**config.mk**
```make
export PLATFORM = sky130hd
export DESIGN_NAME = note_trainer_top
export DESIGN_NICKNAME = d
export VERILOG_FILES = /design/src/source/note_game_pkg.sv /design/src/source/game_fsm.sv /design/src/source/note_classifier.sv /design/src/source/note_display.sv /design/src/source/note_stabilizer.sv /design/src/source/note_trainer_top.sv /design/src/source/period_timer.sv
export SDC_FILE = /design/constraint.sdc
export NUM_CORES = 1
export LEC_CHECK = 0
export ABC_CLOCK_PERIOD_IN_PS = 13400
export BUFFER_PORTS_ARGS = -buffer_cell sky130_fd_sc_hd__buf_4
export CAP_MARGIN = 20
export CELL_PAD_IN_SITES_DETAIL_PLACEMENT = 0
export CELL_PAD_IN_SITES_GLOBAL_PLACEMENT = 1
export CORE_MARGIN = 2
export CORE_UTILIZATION = 33
export DETAILED_ROUTE_END_ITERATION = 8
export PLACE_DENSITY = 0.59
export SLEW_MARGIN = 15
export SYNTH_ARGS = -nofsm -noshare
export SYNTH_HDL_FRONTEND = slang
export SYNTH_SLANG_ARGS = --single-unit
```
**constraint.sdc**
```tcl
create_clock -name clk -period 13.4 [get_ports clk]
set_input_delay 4.02 -clock clk [delete_from_list [all_inputs] [get_ports clk]]
set_output_delay 4.02 -clock clk [all_outputs]
set_load 0.005 [all_outputs]
```
**src/source/note_game_pkg.sv**
```systemverilog
`default_nettype none

package note_game_pkg;

    // ----------------------------------------
    // Basic word types
    // ----------------------------------------

    typedef logic signed [23:0] mic_sample_t;
    typedef logic        [11:0] note_t;
    typedef logic        [ 7:0] seg_t;

    // One-hot semitones, C in the top bit
    localparam note_t no_note  = 12'b0000_0000_0000;
    localparam note_t note_c   = 12'b1000_0000_0000;
    localparam note_t note_cs  = 12'b0100_0000_0000;
    localparam note_t note_d   = 12'b0010_0000_0000;
    localparam note_t note_ds  = 12'b0001_0000_0000;
    localparam note_t note_e   = 12'b0000_1000_0000;
    localparam note_t note_f   = 12'b0000_0100_0000;
    localparam note_t note_fs  = 12'b0000_0010_0000;
    localparam note_t note_g   = 12'b0000_0001_0000;
    localparam note_t note_gs  = 12'b0000_0000_1000;
    localparam note_t note_a   = 12'b0000_0000_0100;
    localparam note_t note_as  = 12'b0000_0000_0010;
    localparam note_t note_b   = 12'b0000_0000_0001;

    // Lowest octave, frequency in Hz times 100, C first
    localparam logic [18:0] freq_table [12] = '{
        19'd26163, 19'd27718, 19'd29366, 19'd31113,
        19'd32963, 19'd34923, 19'd36999, 19'd39200,
        19'd41530, 19'd44000, 19'd46616, 19'd49388
    };

    // ----------------------------------------
    // Song
    // ----------------------------------------

    localparam int song_max = 62;

    localparam note_t song_table [song_max] = '{
        note_e, note_g, note_d, note_c, note_d, note_e, note_g, note_d,
        note_e, note_g, note_d, note_c, note_g, note_f, note_e, note_d,
        note_e, note_g, note_d, note_c, note_d, note_e, note_g, note_d,
        note_e, note_g, note_d, note_c, note_g,
        note_g, note_f, note_e, note_f, note_e, note_c,
        note_f, note_e, note_d, note_e, note_d, note_a,
        note_g, note_f, note_e, note_f, note_e, note_c, note_f, note_c,
        note_e, note_g, note_d, note_c, note_d, note_e, note_g, note_d,
        note_e, note_g, note_d, note_c, note_g
    };

    // ----------------------------------------
    // Display patterns, abcdefgh
    // ----------------------------------------

    // Entries 0..11 follow C..B, entry 12 is the dash
    localparam seg_t seg_table [13] = '{
        8'b1001_1100, 8'b1001_1101, 8'b0111_1010, 8'b0111_1011,
        8'b1001_1110, 8'b1000_1110, 8'b1000_1111, 8'b1011_1100,
        8'b1011_1101, 8'b1110_1110, 8'b1110_1111, 8'b0011_1110,
        8'b0000_0010
    };

    // ----------------------------------------
    // Game
    // ----------------------------------------

    typedef enum logic [1:0] {
        idle,
        playing,
        win,
        fail
    } game_state_t;

    typedef struct packed {
        game_state_t state;
        logic [5:0]  note_index;
        logic        hit;
        logic        miss;
    } game_status_t;

endpackage

`default_nettype wire

```
**src/source/game_fsm.sv**
```systemverilog
`timescale 1ns/1ps
`default_nettype none

module game_fsm
    import note_game_pkg::*;
#(
    parameter int song_length = 62
)
(
    input  wire          clk,
    input  wire          rst,
    input  wire          key,
    input  wire          note_valid,
    input  wire note_t   note,
    output game_status_t status
);

    localparam logic [5:0] last_index = 6'(song_length - 1);

    logic prev_key;
    logic key_pressed;
    logic last_note;

    // ----------------------------------------
    // Key edge
    // ----------------------------------------

    always_ff @(posedge clk or posedge rst)
    begin
        if (rst)
        begin
            prev_key    <= 1'b0;
            key_pressed <= 1'b0;
        end
        else
        begin
            prev_key    <= key;
            key_pressed <= key & ~prev_key;
        end
    end

    // ----------------------------------------
    // Game state
    // ----------------------------------------

    assign last_note = (status.note_index == last_index);

    always_ff @(posedge clk or posedge rst)
    begin
        if (rst)
        begin
            status.state      <= idle;
            status.note_index <= '0;
            status.hit        <= 1'b0;
            status.miss       <= 1'b0;
        end
        else
        begin
            case (status.state)
                idle:
                begin
                    status.hit  <= 1'b0;
                    status.miss <= 1'b0;
                    if (key_pressed)
                    begin
                        status.state      <= playing;
                        status.note_index <= '0;
                    end
                end
                playing:
                begin
                    if (key_pressed)
                    begin
                        // Abort the run
                        status.state <= idle;
                        status.hit   <= 1'b0;
                        status.miss  <= 1'b0;
                    end
                    else if (note_valid)
                    begin
                        if (note == song_table[status.note_index])
                        begin
                            status.hit  <= 1'b1;
                            status.miss <= 1'b0;
                            if (last_note)
                                status.state <= win;
                            else
                                status.note_index <= status.note_index + 1'b1;
                        end
                        else
                        begin
                            status.hit        <= 1'b0;
                            status.miss       <= 1'b1;
                            status.note_index <= '0;
                            status.state      <= fail;
                        end
                    end
                end
                fail:
                begin
                    status.note_index <= '0;
                    if (key_pressed)
                    begin
                        status.state <= idle;
                        status.hit   <= 1'b0;
                        status.miss  <= 1'b0;
                    end
                end
                default:
                begin
                    // Win holds the final index until the key
                    if (key_pressed)
                    begin
                        status.state <= idle;
                        status.hit   <= 1'b0;
                        status.miss  <= 1'b0;
                    end
                end
            endcase
        end
    end

endmodule

`default_nettype wire

```
**src/source/note_classifier.sv**
```systemverilog
`timescale 1ns/1ps
`default_nettype none

module note_classifier
    import note_game_pkg::*;
#(
    parameter int clk_mhz  = 50,
    parameter int w_period = 20
)
(
    input  wire                 clk,
    input  wire                 rst,
    input  wire [w_period-1:0]  period,
    output note_t               raw_note
);

    // Cycles per wave for a table frequency scaled by mult
    function automatic logic [63:0] nominal_period(input logic [18:0] freq, input int mult);
        return 64'(clk_mhz) * 64'd100_000_000 / (64'(freq) * 64'(mult));
    endfunction

    // Strictly inside the +-3 % window around nom
    function automatic logic in_window(input logic [w_period-1:0] p, input logic [63:0] nom);
        logic [63:0] lo;
        logic [63:0] hi;
        lo = nom * 64'd97 / 64'd100;
        hi = nom * 64'd103 / 64'd100;
        return (64'(p) > lo) && (64'(p) < hi);
    endfunction

    logic [11:0] match;
    note_t       next_note;

    for (genvar i = 0; i < 12; i++)
    begin : g_semitone
        assign match[11 - i] = in_window(period, nominal_period(freq_table[i], 1))
                             | in_window(period, nominal_period(freq_table[i], 2))
                             | in_window(period, nominal_period(freq_table[i], 4));
    end

    // Windows of neighbours overlap slightly, the higher bit wins
    always_comb
    begin
        next_note = no_note;
        for (int i = 0; i < 12; i++)
            if (match[i])
                next_note = note_t'(1) << i;
    end

    always_ff @(posedge clk or posedge rst)
    begin
        if (rst)
            raw_note <= no_note;
        else
            raw_note <= next_note;
    end

endmodule

`default_nettype wire

```
**src/source/note_display.sv**
```systemverilog
`timescale 1ns/1ps
`default_nettype none

module note_display
    import note_game_pkg::*;
(
    input  wire   clk,
    input  wire   rst,
    input  wire   note_t stable_note,
    output seg_t  abcdefgh
);

    seg_t pattern;

    // Anything but a single semitone shows the dash
    always_comb
    begin
        pattern = seg_table[12];
        for (int i = 0; i < 12; i++)
            if (stable_note == (note_c >> i))
                pattern = seg_table[i];
    end

    always_ff @(posedge clk or posedge rst)
    begin
        if (rst)
            abcdefgh <= '0;
        else
            abcdefgh <= pattern;
    end

endmodule

`default_nettype wire

```
**src/source/note_stabilizer.sv**
```systemverilog
`timescale 1ns/1ps
`default_nettype none

module note_stabilizer
    import note_game_pkg::*;
#(
    parameter int w_hold = 20
)
(
    input  wire   clk,
    input  wire   rst,
    input  wire   note_t raw_note,
    output note_t stable_note,
    output logic  note_valid,
    output note_t note
);

    note_t             d_note;
    logic [w_hold-1:0] hold_cnt;
    logic              steady;
    logic              accept;
    logic              new_note;

    assign steady   = (raw_note == d_note);
    // Last agreeing cycle of the full hold window
    assign accept   = steady && (hold_cnt == '1);
    assign new_note = (d_note != stable_note) && (d_note != no_note);

    always_ff @(posedge clk or posedge rst)
    begin
        if (rst)
        begin
            d_note      <= no_note;
            hold_cnt    <= '0;
            stable_note <= no_note;
            note_valid  <= 1'b0;
        end
        else
        begin
            d_note     <= raw_note;
            hold_cnt   <= steady ? hold_cnt + 1'b1 : '0;
            note_valid <= accept && new_note;
            if (accept)
                stable_note <= d_note;
        end
    end

    // Payload of the last note event
    always_ff @(posedge clk)
    begin
        if (accept && new_note)
            note <= d_note;
    end

endmodule

`default_nettype wire

```
**src/source/note_trainer_top.sv**
```systemverilog
`timescale 1ns/1ps
`default_nettype none

module note_trainer_top
    import note_game_pkg::*;
#(
    parameter int clk_mhz     = 50,
    parameter int w_period    = 20,
    parameter int w_hold      = 20,
    parameter int song_length = 62
)
(
    input  wire          clk,
    input  wire          rst,
    input  wire          mic_sample_t mic,
    input  wire          key,
    output seg_t         abcdefgh,
    output game_status_t status
);

    logic [w_period-1:0] period;
    note_t               raw_note;
    note_t               stable_note;
    logic                note_valid;
    note_t               note;

    // ----------------------------------------
    // Pitch path
    // ----------------------------------------

    period_timer #(
        .w_period (w_period)
    ) u_period_timer (
        .clk    (clk),
        .rst    (rst),
        .mic    (mic),
        .period (period)
    );

    note_classifier #(
        .clk_mhz  (clk_mhz),
        .w_period (w_period)
    ) u_note_classifier (
        .clk      (clk),
        .rst      (rst),
        .period   (period),
        .raw_note (raw_note)
    );

    note_stabilizer #(
        .w_hold (w_hold)
    ) u_note_stabilizer (
        .clk         (clk),
        .rst         (rst),
        .raw_note    (raw_note),
        .stable_note (stable_note),
        .note_valid  (note_valid),
        .note        (note)
    );

    // ----------------------------------------
    // Display and game
    // ----------------------------------------

    note_display u_note_display (
        .clk         (clk),
        .rst         (rst),
        .stable_note (stable_note),
        .abcdefgh    (abcdefgh)
    );

    game_fsm #(
        .song_length (song_length)
    ) u_game_fsm (
        .clk        (clk),
        .rst        (rst),
        .key        (key),
        .note_valid (note_valid),
        .note       (note),
        .status     (status)
    );

endmodule

`default_nettype wire

```
**src/source/period_timer.sv**
```systemverilog
`timescale 1ns/1ps
`default_nettype none

module period_timer
    import note_game_pkg::*;
#(
    parameter int w_period = 20
)
(
    input  wire                  clk,
    input  wire                  rst,
    input  wire mic_sample_t     mic,
    output logic [w_period-1:0]  period
);

    mic_sample_t         prev_mic;
    logic [w_period-1:0] counter;
    logic                crossing;

    // Negative to non-negative step of the sample
    assign crossing = prev_mic[$left(prev_mic)] & ~mic[$left(mic)];

    always_ff @(posedge clk or posedge rst)
    begin
        if (rst)
        begin
            prev_mic <= '0;
            counter  <= '0;
            period   <= '0;
        end
        else
        begin
            prev_mic <= mic;
            if (crossing)
            begin
                period  <= counter;
                counter <= '0;
            end
            else if (counter == '1)
                period <= '1;   // silence, reads as out of range
            else
                counter <= counter + 1'b1;
        end
    end

endmodule

`default_nettype wire

```
Yosys cells after proc, flatten, opt, wreduce, memory -nomap -nowiden
Memory sizes are Yosys's and may differ from the RTL's.
Index checks and enable logic that the tools add are counted.
{ "totals": {"wordCells": 241, "output_inout_bits": 18, "in_bits": 27, "rom_bits": 768, "regBits": 153, "n_memories": 1} }
{ "classes": {"n_reduce_logical": 49, "addsub": 3, "n_mux": 43, "n_eq_ne": 27, "n_lt_le_gt_ge": 73, "bitwise": 29} }
{ "memory_table": {"columns": ["name", "words", "word_bits", "rd", "rd_clocked_by_memory_dff", "wr", "line_no", "rtl"], "rows": [
  ["(name not given)", 64, 12, 1, 0, 0, "game_fsm.sv:81", "if (note == song_table[status.note_index])"]
]} }
{ "ops": {"columns": ["op", "n"], "rows": [
  ["$gt 20x16->1 const B", 12],
  ["$gt 20x17->1 const B", 12],
  ["$lt 20x16->1 const B", 12],
  ["$lt 20x17->1 const B", 12],
  ["$lt 20x18->1 const B", 8],
  ["$gt 20x18->1 const B", 7],
  ["$mux 8", 14],
  ["$gt 20x15->1 const B", 5],
  ["$mux 20", 5],
  ["$lt 20x15->1 const B", 4],
  ["$add 20x1->20 const B", 2],
  ["$eq 20x20->1 const B", 2],
  ["$logic_and 1x1->1", 39],
  ["$mux 12", 3],
  ["$mux 10", 3],
  ["$eq 12x12->1", 2],
  ["$or 1x1->1", 24],
  ["$mux 6", 3],
  ["$pmux 6 s3", 1],
  ["$eq 12x1->1 const B", 1],
  ["$eq 12x10->1 const B", 1],
  ["$eq 12x11->1 const B", 1],
  ["$eq 12x12->1 const B", 1],
  ["$eq 12x2->1 const B", 1],
  ["37 further kinds", 49]
]} }

Longest topological paths before layout
Gate-level depths: netlist (run 1).
{ "depth": {"word_depth": 16, "depth_mapped": 10, "depth_no_buf": 9} }

By module
Synthesis (run 1) repeated with hierarchy kept, for this count alone.
{ "unflattened": {"cells_unflattened": 1128, "area_unflattened_um2": 9540.4} }
{ "by_module_without_submodules": {"columns": ["mod", "area_per_inst_um2", "seq_area_each_um2", "instances", "cells_per_inst"], "rows": [
  ["note_classifier", 3432.0, 300.3, 1, 532],
  ["note_stabilizer", 2409.8, 1486.4, 1, 187],
  ["period_timer", 1966.9, 1026.0, 1, 211],
  ["game_fsm", 1211.2, 300.3, 1, 143],
  ["note_display", 520.5, 200.2, 1, 55]
]} }

Worst setup path after synthesis (run 1)
No wires, ideal clock.
{ "synth_path": {"path_kind": "input to register", "start": "input port mic[23]", "end": "register u_period_timer.period[15]", "stages": 4, "setup_ns": 0.133, "arrival_ns": 4.656, "slack_ns": 8.611, "n_path_buf": 2, "required_time_ns": 13.267, "cell_sequence": "nor2b_1 -> buf_1 -> clkbuf_1 -> a21oi_1"} }
{ "synth_between": {"elab_chain_cells": 3, "elab_cells_between_ends": 4, "cone_classes": "mux (1); bitwise (2); reduce/logical (1)"} }
{ "synth_lines": {"columns": ["item", "line_no", "rtl"], "rows": [
  ["from (decl)", "note_trainer_top.sv:15", "input wire mic_sample_t mic,"],
  ["$not 1->1 *", "period_timer.sv:21", "assign crossing = prev_mic[$left(prev_mic)] & ~mic[$left(mic)];"],
  ["$and 1x1->1 *", "period_timer.sv:21", null],
  ["$mux 20 or $reduce_bool 2->1 (tied branches)", null, null],
  ["to (signal assigned)", "period_timer.sv:36", "period <= counter;"],
  ["to (decl)", "period_timer.sv:13", "output logic [w_period-1:0] period"]
]} }
Mark *: on every way between the ends. The rest lies on a longest branch, timed or not.
A chain may end at the register's enable or synchronous reset.

Worst setup path after layout (run 1)
{ "layout_path": {"start": "register u_game_fsm.status[4] (netlist name)", "end": "output port status[4] (netlist name)"} }
{ "layout_rtl": {"columns": ["item", "line_no", "rtl"], "rows": [
  ["to (decl)", "note_trainer_top.sv:18", "output game_status_t status"]
]} }
No word-level cell between the ends.

==> flow_summary.ini, run 1 <==
[status]
status = completed

[clock_network]
clockBufferDepth = 2
clock_sinks = 130
tritoncts = built
htree_num_levels = 4
cts.repair.resized = 0
numCtsBuffers = 17
clk_latency_ns = 0.42
path_clk_slew_ns = 0.06
root_buffer = clkbuf_16
post_cts_buffers = 0
cts_hold_buf = 0

[worst_setup_path]
worstReg2RegStart = u_period_timer.period[1]$_DFFE_PP0P_
crit_family = flip-flops
required_ns = 9.38
crit_slowest_cell = dfrtp_1
crit_path_max_fanout = 20
worstSetupEndpointType = output pin
arrival_ns = 1.39
cp_num_buf_inv = 1
cp-start-kind = register
r2r_slack_ns = 10.16
crit-reg2reg-capture = u_note_classifier.raw_note[3]$_DFF_PP0_
criticalPathCategory = reg -> out
crit_chain = buf_4
worst_r2r_path_depth = 8
cp_slowest_stage_delay_ns = 0.75

[sta]
slew_viol_final = 0
fin_worst_skew_ns = 0.0157
fin_crit_sh = 0.404
fin_tns_setup_ns = 0
period_minus_slack_ns = 5.41
setup_viol = 0
max-slew-margin-rel = 0.299
hold_violations = 0
rsz0062_at_grt = false
fmax_ghz = 0.185
worst_pin_slew_ns = 1.04

[detailed_routing]
drc = 0
drt_iter0_markers = 928
drt-total-wl_um = 32200
dr.pass1.iters = 5
ant_nets = 0
wl_per_cell_um = 22.1
routed-via-count = 8857
vias_per_cell = 6.07

[pwr]
p_leak_uw = 0.00399
power_density_nw_per_um2 = 108
netSwitchingFraction = 0.326
p_int_uw = 741
p_sw_uw = 359
p_clk_frac = 0.410
power_frac_comb = 0.187
peakVddDrop_uv = 56.8
seq_power_share = 0.403

[yosys]
syn_inst = 1120
synthArstFlopShare = 0.908
synthMuxAreaShare = 0.0215
synthSimpleGateAreaFrac = 0.304
ys_types = 93
ys_seq_area_frac = 0.363
synth_top_family_by_area = simple AND/OR/NAND/NOR gates
avgSynthCellArea_um2 = 8.14
yosysWarningCount = 0
ys.flop_type = dfrtp_1
syn_nets = 1154
synth_xor_area_frac = 0.0615
synth_edf_count = 12
synth-seq-cells = 130
synth_fa_ha_area_frac = 0.00960
synth_area_um2 = 9120
synth_compound_area_frac = 0.192

[global_routing]
grt_max_degree = 75
grt_pass1_wl_um = 50300
grt_pass1_vias = 8489
grt_usage = 0.226
overflow = 0
grt_antenna_before_repair = 0

[finish]
multiInputGateArea_um2 = 5390
final_util = 0.376
final_layout_size_suffix_gt1_frac = 0.108
layout_commonest_cell = nor2_1
syn_to_final_growth_pct = 11.4
fillers = 2855
seq_area_um2 = 3310
final_net_count = 1139
final_cell_mix = 136 x nor2_1, 118 x dfrtp_1, 99 x nand2_1
finalNonFillerCells = 1459
antenna_cells = 0

[flow_run]
max_cap_viol_count = 0

[die]
initial_core_util = 0.337
die_h_um = 170
dieArea_um2 = 29000
core_area_um2 = 27000
row_count = 60
fp.dieW_um = 170
io_pins = 45

[hold_path]
holdPathEnd = u_note_stabilizer.d_note[8]$_DFF_PP0_
hold_path_class = reg -> reg
holdPathStages = 0
holdCritStartpoint = u_note_classifier.raw_note[8]$_DFF_PP0_

[placement]
port_buffers = 21
place_hpwl_um = 22400
place_inst = 1425
routabilityCongestion = 1.00
## layer usage
metal  part of all wire  track usage  up-vias
met1               0.42        0.299     4272
met5                  0      0.00522        -
li1                   -            -     4086
met4              0.042        0.108        0
met3              0.078       0.0467       93
met2               0.46        0.352      406
## cells by family after synthesis
family / after synthesis
compound gates: 266
xor+xnor: 64
fa+ha+maj: 7
buf+inv: 103
flops: 130
mux: 18
simple gates: 532
## worst max path at each step
stage                                     start                                    end  slack (ns)  depth (start not counted)
2_1_floorplan                               rst       u_game_fsm.key_pressed$_DFF_PP0_        6.25                          1
3_5_place_dp                                rst   u_period_timer.period[1]$_DFFE_PP0P_        7.77                          3
4_1_cts        u_game_fsm.status[4]$_DFFE_PP0P_                              status[4]        7.99                          1
6_report       u_game_fsm.status[4]$_DFFE_PP0P_                              status[4]        7.99                          1
5_1_grt        u_game_fsm.status[5]$_DFFE_PP0P_                              status[5]        7.91                          1
3_3_place_gp                                rst  u_period_timer.counter[2]$_DFFE_PP0P_        7.79                          3
## flip-flops by register name (all words and copies together) (netlist names), 8 cells and up
register and cells:
u_note_classifier.raw_note 12, u_note_stabilizer.hold_cnt 20, u_note_stabilizer.stable_note 12, u_period_timer.period 20
u_game_fsm.status 10, u_note_stabilizer.d_note 12, u_period_timer.counter 20, u_note_display.abcdefgh 8
u_note_stabilizer.note 12
## Yosys cell counts, types with 11 or more instances
master | number | area, um2
edfxtp_1 | 12 | 360
mux2_2 | 13 | 146
inv_1 | 22 | 82.6
a21oi_1 | 52 | 260
o21ai_0 | 68 | 340
and2_1 | 18 | 113
buf_2 | 25 | 125
xnor2_1 | 28 | 245
nor4_1 | 31 | 194
or2_2 | 11 | 68.8
dfrtp_1 | 118 | 2950
nand2b_1 | 22 | 138
a31oi_1 | 18 | 113
nor3_1 | 37 | 185
nand3_1 | 48 | 240
nand2_1 | 99 | 372
nand4_1 | 37 | 231
or3_1 | 14 | 87.6
nor2_1 | 136 | 510
clkbuf_1 | 42 | 158
nor2b_1 | 18 | 113
xor2_1 | 36 | 315
## power by group through the flow
stage,combinational [uW],clock (uW),sequential (uW)
5_1_grt,219,487,447
4_1_cts,199,466,444
2_1_floorplan,131,0,443
3_3_place_gp,206,0,451
6_report,206,451,443
3_5_place_dp,199,0,451
## stage by stage
step                setup slack, ns  hold WS, ns  total power, uW  instance area (um2)
detailed placement             7.77        0.378              650                 9550
CTS                            7.99        0.387             1110                10100
global placement               7.79        0.376              657                 9520
global route                   7.91        0.399             1150                10200
finish                         7.99        0.381             1100                10200
floorplan                      6.25        0.372              575                 9120
## area by class of cell
class | count | share of cell area
clock buffers | 18 | 0.0423
clock inverters | 14 | 0.0140
inverters | 25 | 0.00949
multi-input cells | 887 | 0.530
flip-flops and latches | 130 | 0.326
well taps | 341 | 0.0420
repair buffers | 44 | 0.0357
(Power assumes the default switching activity.)
==> inputs of run 2 (changes only) <==
Settings changed: ABC_CLOCK_PERIOD_IN_PS 13400 to 5300.
Clock period 13.4 ns to 5.3 ns, I/O delays scaled along.
==> run 2 against run 1 <==
Compared with the run above: final cell count is 0.14% higher; setup slack lost 6.1 ns; die area unchanged; register-to-register slack got worse by 8.3 ns; power rose to 2.6 times the previous value; clock power increased to 2.6 times the previous value; hold slack improved by 0.0062 ns; global-route usage rose by 0.36 points; critical path type is now reg -> reg; critical endpoint is now u_note_stabilizer.note[4]$_DFFE_PP_; highest routed layer unchanged.
==> flow_summary.ini, run 2 (same netlist as run 1, synthesis figures left out) <==
[status]
status = completed

[sta]
setup_viol = 0
worst_pin_slew_ns = 1.04
hold_violations = 0
fmax_ghz = 0.294
fin_worst_skew_ns = 0.0163
setup_slack_ns = 1.90
rsz0062_at_grt = false
slew_viol_final = 0
period_minus_slack_ns = 3.40
max-slew-margin-rel = 0.306
fin_tns_setup_ns = 0
fin_crit_sh = 0.641

[clock_network]
numCtsBuffers = 17
post_cts_buffers = 0
clock_sinks = 130
cts.repair.resized = 0
clk_latency_ns = 0.42
tritoncts = built
clockBufferDepth = 2
htree_num_levels = 4
root_buffer = clkbuf_16
cts_hold_buf = 0
path_clk_slew_ns = 0.06

[finish]
fillers = 2811
final_cell_mix = 136 x nor2_1, 118 x dfrtp_1, 99 x nand2_1
finalNonFillerCells = 1461
layout_commonest_cell = nor2_1
antenna_cells = 0
final_net_count = 1141
multiInputGateArea_um2 = 5380
reg_top3 = u_note_stabilizer.hold_cnt x20, u_period_timer.counter x20, u_period_timer.period x20
final_layout_size_suffix_gt1_frac = 0.110
seq_area_um2 = 3310
syn_to_final_growth_pct = 11.3

[detailed_routing]
routed-via-count = 8949
vias_per_cell = 6.13
drt_iter0_markers = 1030
dr.pass1.iters = 6
ant_nets = 0
drt-total-wl_um = 33000
drc = 0
wl_per_cell_um = 22.6

[worst_setup_path]
criticalPathCategory = reg -> reg
worstSetupEndpointType = register
required_ns = 5.33
crit_path_max_fanout = 21
arrival_ns = 3.43
r2r_slack_ns = 1.90
worstReg2RegStart = u_note_stabilizer.d_note[9]$_DFF_PP0_
worst_r2r_path_depth = 6
cp-start-kind = register
crit-reg2reg-capture = u_note_stabilizer.note[4]$_DFFE_PP_

[placement]
place_hpwl_um = 23200
dp_worst_setup_slack_ns = 1.78
place_inst = 1429
routabilityCongestion = 0.968
port_buffers = 21

[hold_path]
holdPathEnd = u_note_stabilizer.d_note[8]$_DFF_PP0_
holdCritStartpoint = u_note_classifier.raw_note[8]$_DFF_PP0_
hold_path_class = reg -> reg
holdPathStages = 0

[global_routing]
grt_max_degree = 61
grt_pass1_wl_um = 51200
grt_pass1_vias = 8622
grt_usage = 0.230
overflow = 0
grt_antenna_before_repair = 0

[die]
initial_core_util = 0.337
io_pins = 45
row_count = 60
core_area_um2 = 27000
die_h_um = 170
fp.dieW_um = 170
dieArea_um2 = 29000

[pwr]
peakVddDrop_uv = 171
p_leak_uw = 0.00399
power_density_nw_per_um2 = 277

[flow_run]
max_cap_viol_count = 0
run 2: cell types whose count changed in the layout (fill, tap and decap cells not counted), sizes merged:
cell,previous run,this run
inv,34,32
buf,44,46
clkbuf,18,19
clkinv,4,5
run 2: power breakdown:
group	switching, uW	total [uW]	leakage [uW]	internal [uW]
Sequential	90.5	1150	0.00172	1060
Clock	490	1170	0.000292	679
Combinational	346	497	0.00198	152
Total	926	2810	0.00399	1890
run 2: cell type report:
type | instances | share of cell area
multi-input cells | 887 | 0.530
flip-flops and latches | 130 | 0.326
clock buffers | 19 | 0.0436
well taps | 341 | 0.0420
repair buffers | 46 | 0.0340
clock inverters | 13 | 0.0142
inverters | 25 | 0.00949
run 2: worst max path at each step:
stage                     slack (ns)                              startpoint                                   to
after floorplan                 0.58                                     rst     u_game_fsm.key_pressed$_DFF_PP0_
after global placement          1.79  u_note_stabilizer.d_note[10]$_DFF_PP0_  u_note_stabilizer.note[6]$_DFFE_PP_
after detailed placement        1.78   u_note_stabilizer.d_note[9]$_DFF_PP0_  u_note_stabilizer.note[5]$_DFFE_PP_
after CTS                       1.76   u_note_stabilizer.d_note[9]$_DFF_PP0_  u_note_stabilizer.note[2]$_DFFE_PP_
after global routing            1.51  u_note_stabilizer.d_note[10]$_DFF_PP0_  u_note_stabilizer.note[2]$_DFFE_PP_
final                           1.90   u_note_stabilizer.d_note[9]$_DFF_PP0_  u_note_stabilizer.note[4]$_DFFE_PP_
run 2: routing by layer:
metal | global-route usage | up-vias | wire length (um)
met5 | 0 | - | 0
met4 | 0.106 | 0 | 1490
met3 | 0.0530 | 114 | 2880
met2 | 0.366 | 478 | 15000
met1 | 0.295 | 4271 | 13600
li1 | - | 4086 | -
run 2: critical path, stage by stage, from the launching register on:
cell      delay, ns
dfrtp_1        0.47
xor2_1         0.20
nor4_1         0.32
nand3_1        0.67
nor2_1         0.33
nand3_1        0.15
a311oi_2       0.85
run 2: stage by stage:
step                cell area [um2]  power [uW]  utilization  hold WS, ns
finish                        10100        2810        0.376        0.387
global route                  10100        2930        0.376        0.394
CTS                           10100        2830        0.376        0.388
detailed placement             9560        1650        0.354        0.381
global placement               9560        1670        0.354        0.380
floorplan                      9120        1450            -        0.372
==> inputs of run 3 (changes only) <==
Settings changed: ABC_CLOCK_PERIOD_IN_PS 5300 to 3000, PLACE_DENSITY 0.59 to 0.61.
Clock period 5.3 ns to 3 ns, I/O delays scaled along.
==> run 3 against run 2 <==
Compared with the run above: setup slack lost 1.7 ns; count of clock-buffer cells in the layout is the same; routed wire length rose by 3.6%; core utilization rose by 3.0 points; sequential power is 76% higher; register-to-register slack got worse by 1.7 ns; clock skew shrank 0.0047 ns; clock power increased by 87%; global-route usage increased by 1.5 points; cell area rose by 7.9%; critical endpoint is now u_note_classifier.raw_note[3]$_DFF_PP0_; largest cell class unchanged.
==> flow_summary.ini, run 3 (same netlist as run 1, synthesis figures left out) <==
[global_routing]
grt_max_degree = 93
grt_usage = 0.244
grt_pass1_vias = 9230
overflow = 0
grt_pass1_wl_um = 54200
grt_antenna_before_repair = 0

[clock_network]
root_buffer = clkbuf_16
tritoncts = built
htree_num_levels = 4
clockBufferDepth = 2
cts_hold_buf = 0
cts.repair.resized = 0
post_cts_buffers = 0
clock_sinks = 130
path_clk_slew_ns = 0.06
clk_latency_ns = 0.42
numCtsBuffers = 17

[placement]
dp_worst_setup_slack_ns = 0.294
place_hpwl_um = 25900
routabilityCongestion = 0.992
port_buffers = 21
place_area_um2 = 10300

[finish]
fin_area_um2 = 11000
fillers = 2759
final_cell_mix = 136 x nor2_1, 135 x buf_4, 118 x dfrtp_1
final_util = 0.405
seq_area_um2 = 3310
antenna_cells = 0
final_layout_size_suffix_gt1_frac = 0.177
final_net_count = 1235
multiInputGateArea_um2 = 5380
reg_top3 = u_note_stabilizer.hold_cnt x20, u_period_timer.counter x20, u_period_timer.period x20
layout_commonest_cell = nor2_1
syn_to_final_growth_pct = 20.1

[worst_setup_path]
worstSetupEndpointType = register
crit-reg2reg-capture = u_note_classifier.raw_note[3]$_DFF_PP0_
path_common_cell = buf_4
required_ns = 3.35
cp-start-kind = register
arrival_ns = 3.17
worst_r2r_path_depth = 9
crit_chain = nor4bb_1, buf_4, or3b_1, o2111ai_1, a2111oi_0, a41o_1, a211oi_1, buf_4, and2_1
worstReg2RegStart = u_period_timer.period[2]$_DFFE_PP0P_
crit_slowest_cell = dfrtp_1
criticalPathCategory = reg -> reg
r2r_slack_ns = 0.18
crit_path_max_fanout = 15
cp_slowest_stage_delay_ns = 0.65

[die]
die_h_um = 170
io_pins = 45
core_area_um2 = 27000
dieArea_um2 = 29000
fp.dieW_um = 170
initial_core_util = 0.337
row_count = 60

[flow_run]
max_cap_viol_count = 0

[sta]
fin_crit_sh = 0.941
max-slew-margin-rel = 0.515
whs_ns = 0.391
slew_viol_final = 0
worst_pin_slew_ns = 0.721
setup_viol = 0
rsz0062_at_grt = false
fin_worst_skew_ns = 0.0116
fin_tns_setup_ns = 0
setup_slack_ns = 0.177
period_minus_slack_ns = 2.82
hold_violations = 0
fmax_ghz = 0.354

[detailed_routing]
dr.pass1.iters = 5
ant_nets = 0
drt-total-wl_um = 34200
vias_per_cell = 5.95
wl_per_cell_um = 22.0
drt_iter0_markers = 963
drc = 0
routed-via-count = 9256

[hold_path]
holdCritStartpoint = u_note_classifier.raw_note[10]$_DFF_PP0_
holdPathEnd = u_note_stabilizer.d_note[10]$_DFF_PP0_
holdPathStages = 0
hold_path_class = reg -> reg

[status]
status = completed

[pwr]
power_density_nw_per_um2 = 475
p_leak_uw = 0.00448
peakVddDrop_uv = 353
-- run 3: cell types whose count changed in the layout (fill, tap and decap cells not counted) --
cell / previous run / this run
buf_4: 46 / 135
buf_12: 0 / 5
inv_8: 5 / 0
bufinv_16: 1 / 4
clkinv_4: 4 / 1
clkinv_1: 0 / 2
clkinvlp_4: 0 / 2
clkinv_2: 1 / 2
inv_4: 1 / 0
inv_6: 2 / 3
-- run 3: stage by stage --
| step | cells | power (uW) |
|---|---|---|
| 4_1_cts | 1555 | 5250 |
| 2_1_floorplan | 1120 | 2570 |
| 5_1_grt | 1555 | 5440 |
| 3_3_place_gp | 1523 | 3050 |
| 3_5_place_dp | 1523 | 3020 |
| 6_report | 1555 | 5210 |
-- run 3: worst max-delay path by stage --
stage	start	endpoint	slack, ns	cells past startpoint
final	u_period_timer.period[2]$_DFFE_PP0P_	u_note_classifier.raw_note[3]$_DFF_PP0_	0.18	9
after global placement	u_period_timer.period[2]$_DFFE_PP0P_	u_note_classifier.raw_note[3]$_DFF_PP0_	0.25	9
after CTS	u_game_fsm.status[2]$_DFFE_PP0P_	u_game_fsm.status[8]$_DFFE_PP0P_	0.27	9
after detailed placement	u_game_fsm.status[2]$_DFFE_PP0P_	u_game_fsm.status[8]$_DFFE_PP0P_	0.29	9
after global routing	u_period_timer.period[2]$_DFFE_PP0P_	u_note_classifier.raw_note[9]$_DFF_PP0_	0.01	8
after floorplan	u_note_stabilizer.hold_cnt[7]$_DFF_PP0_	u_note_stabilizer.note[0]$_DFFE_PP_	0.28	7
-- run 3: per-layer routing --
layer | GRT usage | up-vias | share of wire
met5 | 0 | - | 0
met4 | 0.145 | 0 | 0.062
met3 | 0.0505 | 144 | 0.072
met2 | 0.384 | 432 | 0.45
met1 | 0.310 | 4415 | 0.42
li1 | - | 4265 | -
-- run 3: layout make-up --
cell class | count | share of cell area
clock inverter | 13 | 0.0164
clock buffer | 19 | 0.0404
multi-input combinational | 887 | 0.491
sequential | 130 | 0.302
tap | 341 | 0.0389
timing repair buffer | 140 | 0.102
inverter | 25 | 0.00891
-- run 3: where the power goes --
| part | total, uW | leakage, uW | switching, uW | internal [uW] |
|---|---|---|---|---|
| combinational | 996 | 0.00245 | 638 | 358 |
| sequential | 2020 | 0.00172 | 149 | 1870 |
| clock | 2190 | 0.000303 | 777 | 1410 |
-- run 3: worst max-delay path: cells and delay by family (launching register included) --
family                 cells  cell delay (ns)
and+or+nand+nor            3             0.82
DFF                        1             0.65
AOI/OAI and AO/OA          4             0.90
buffers and inverters      2             0.39
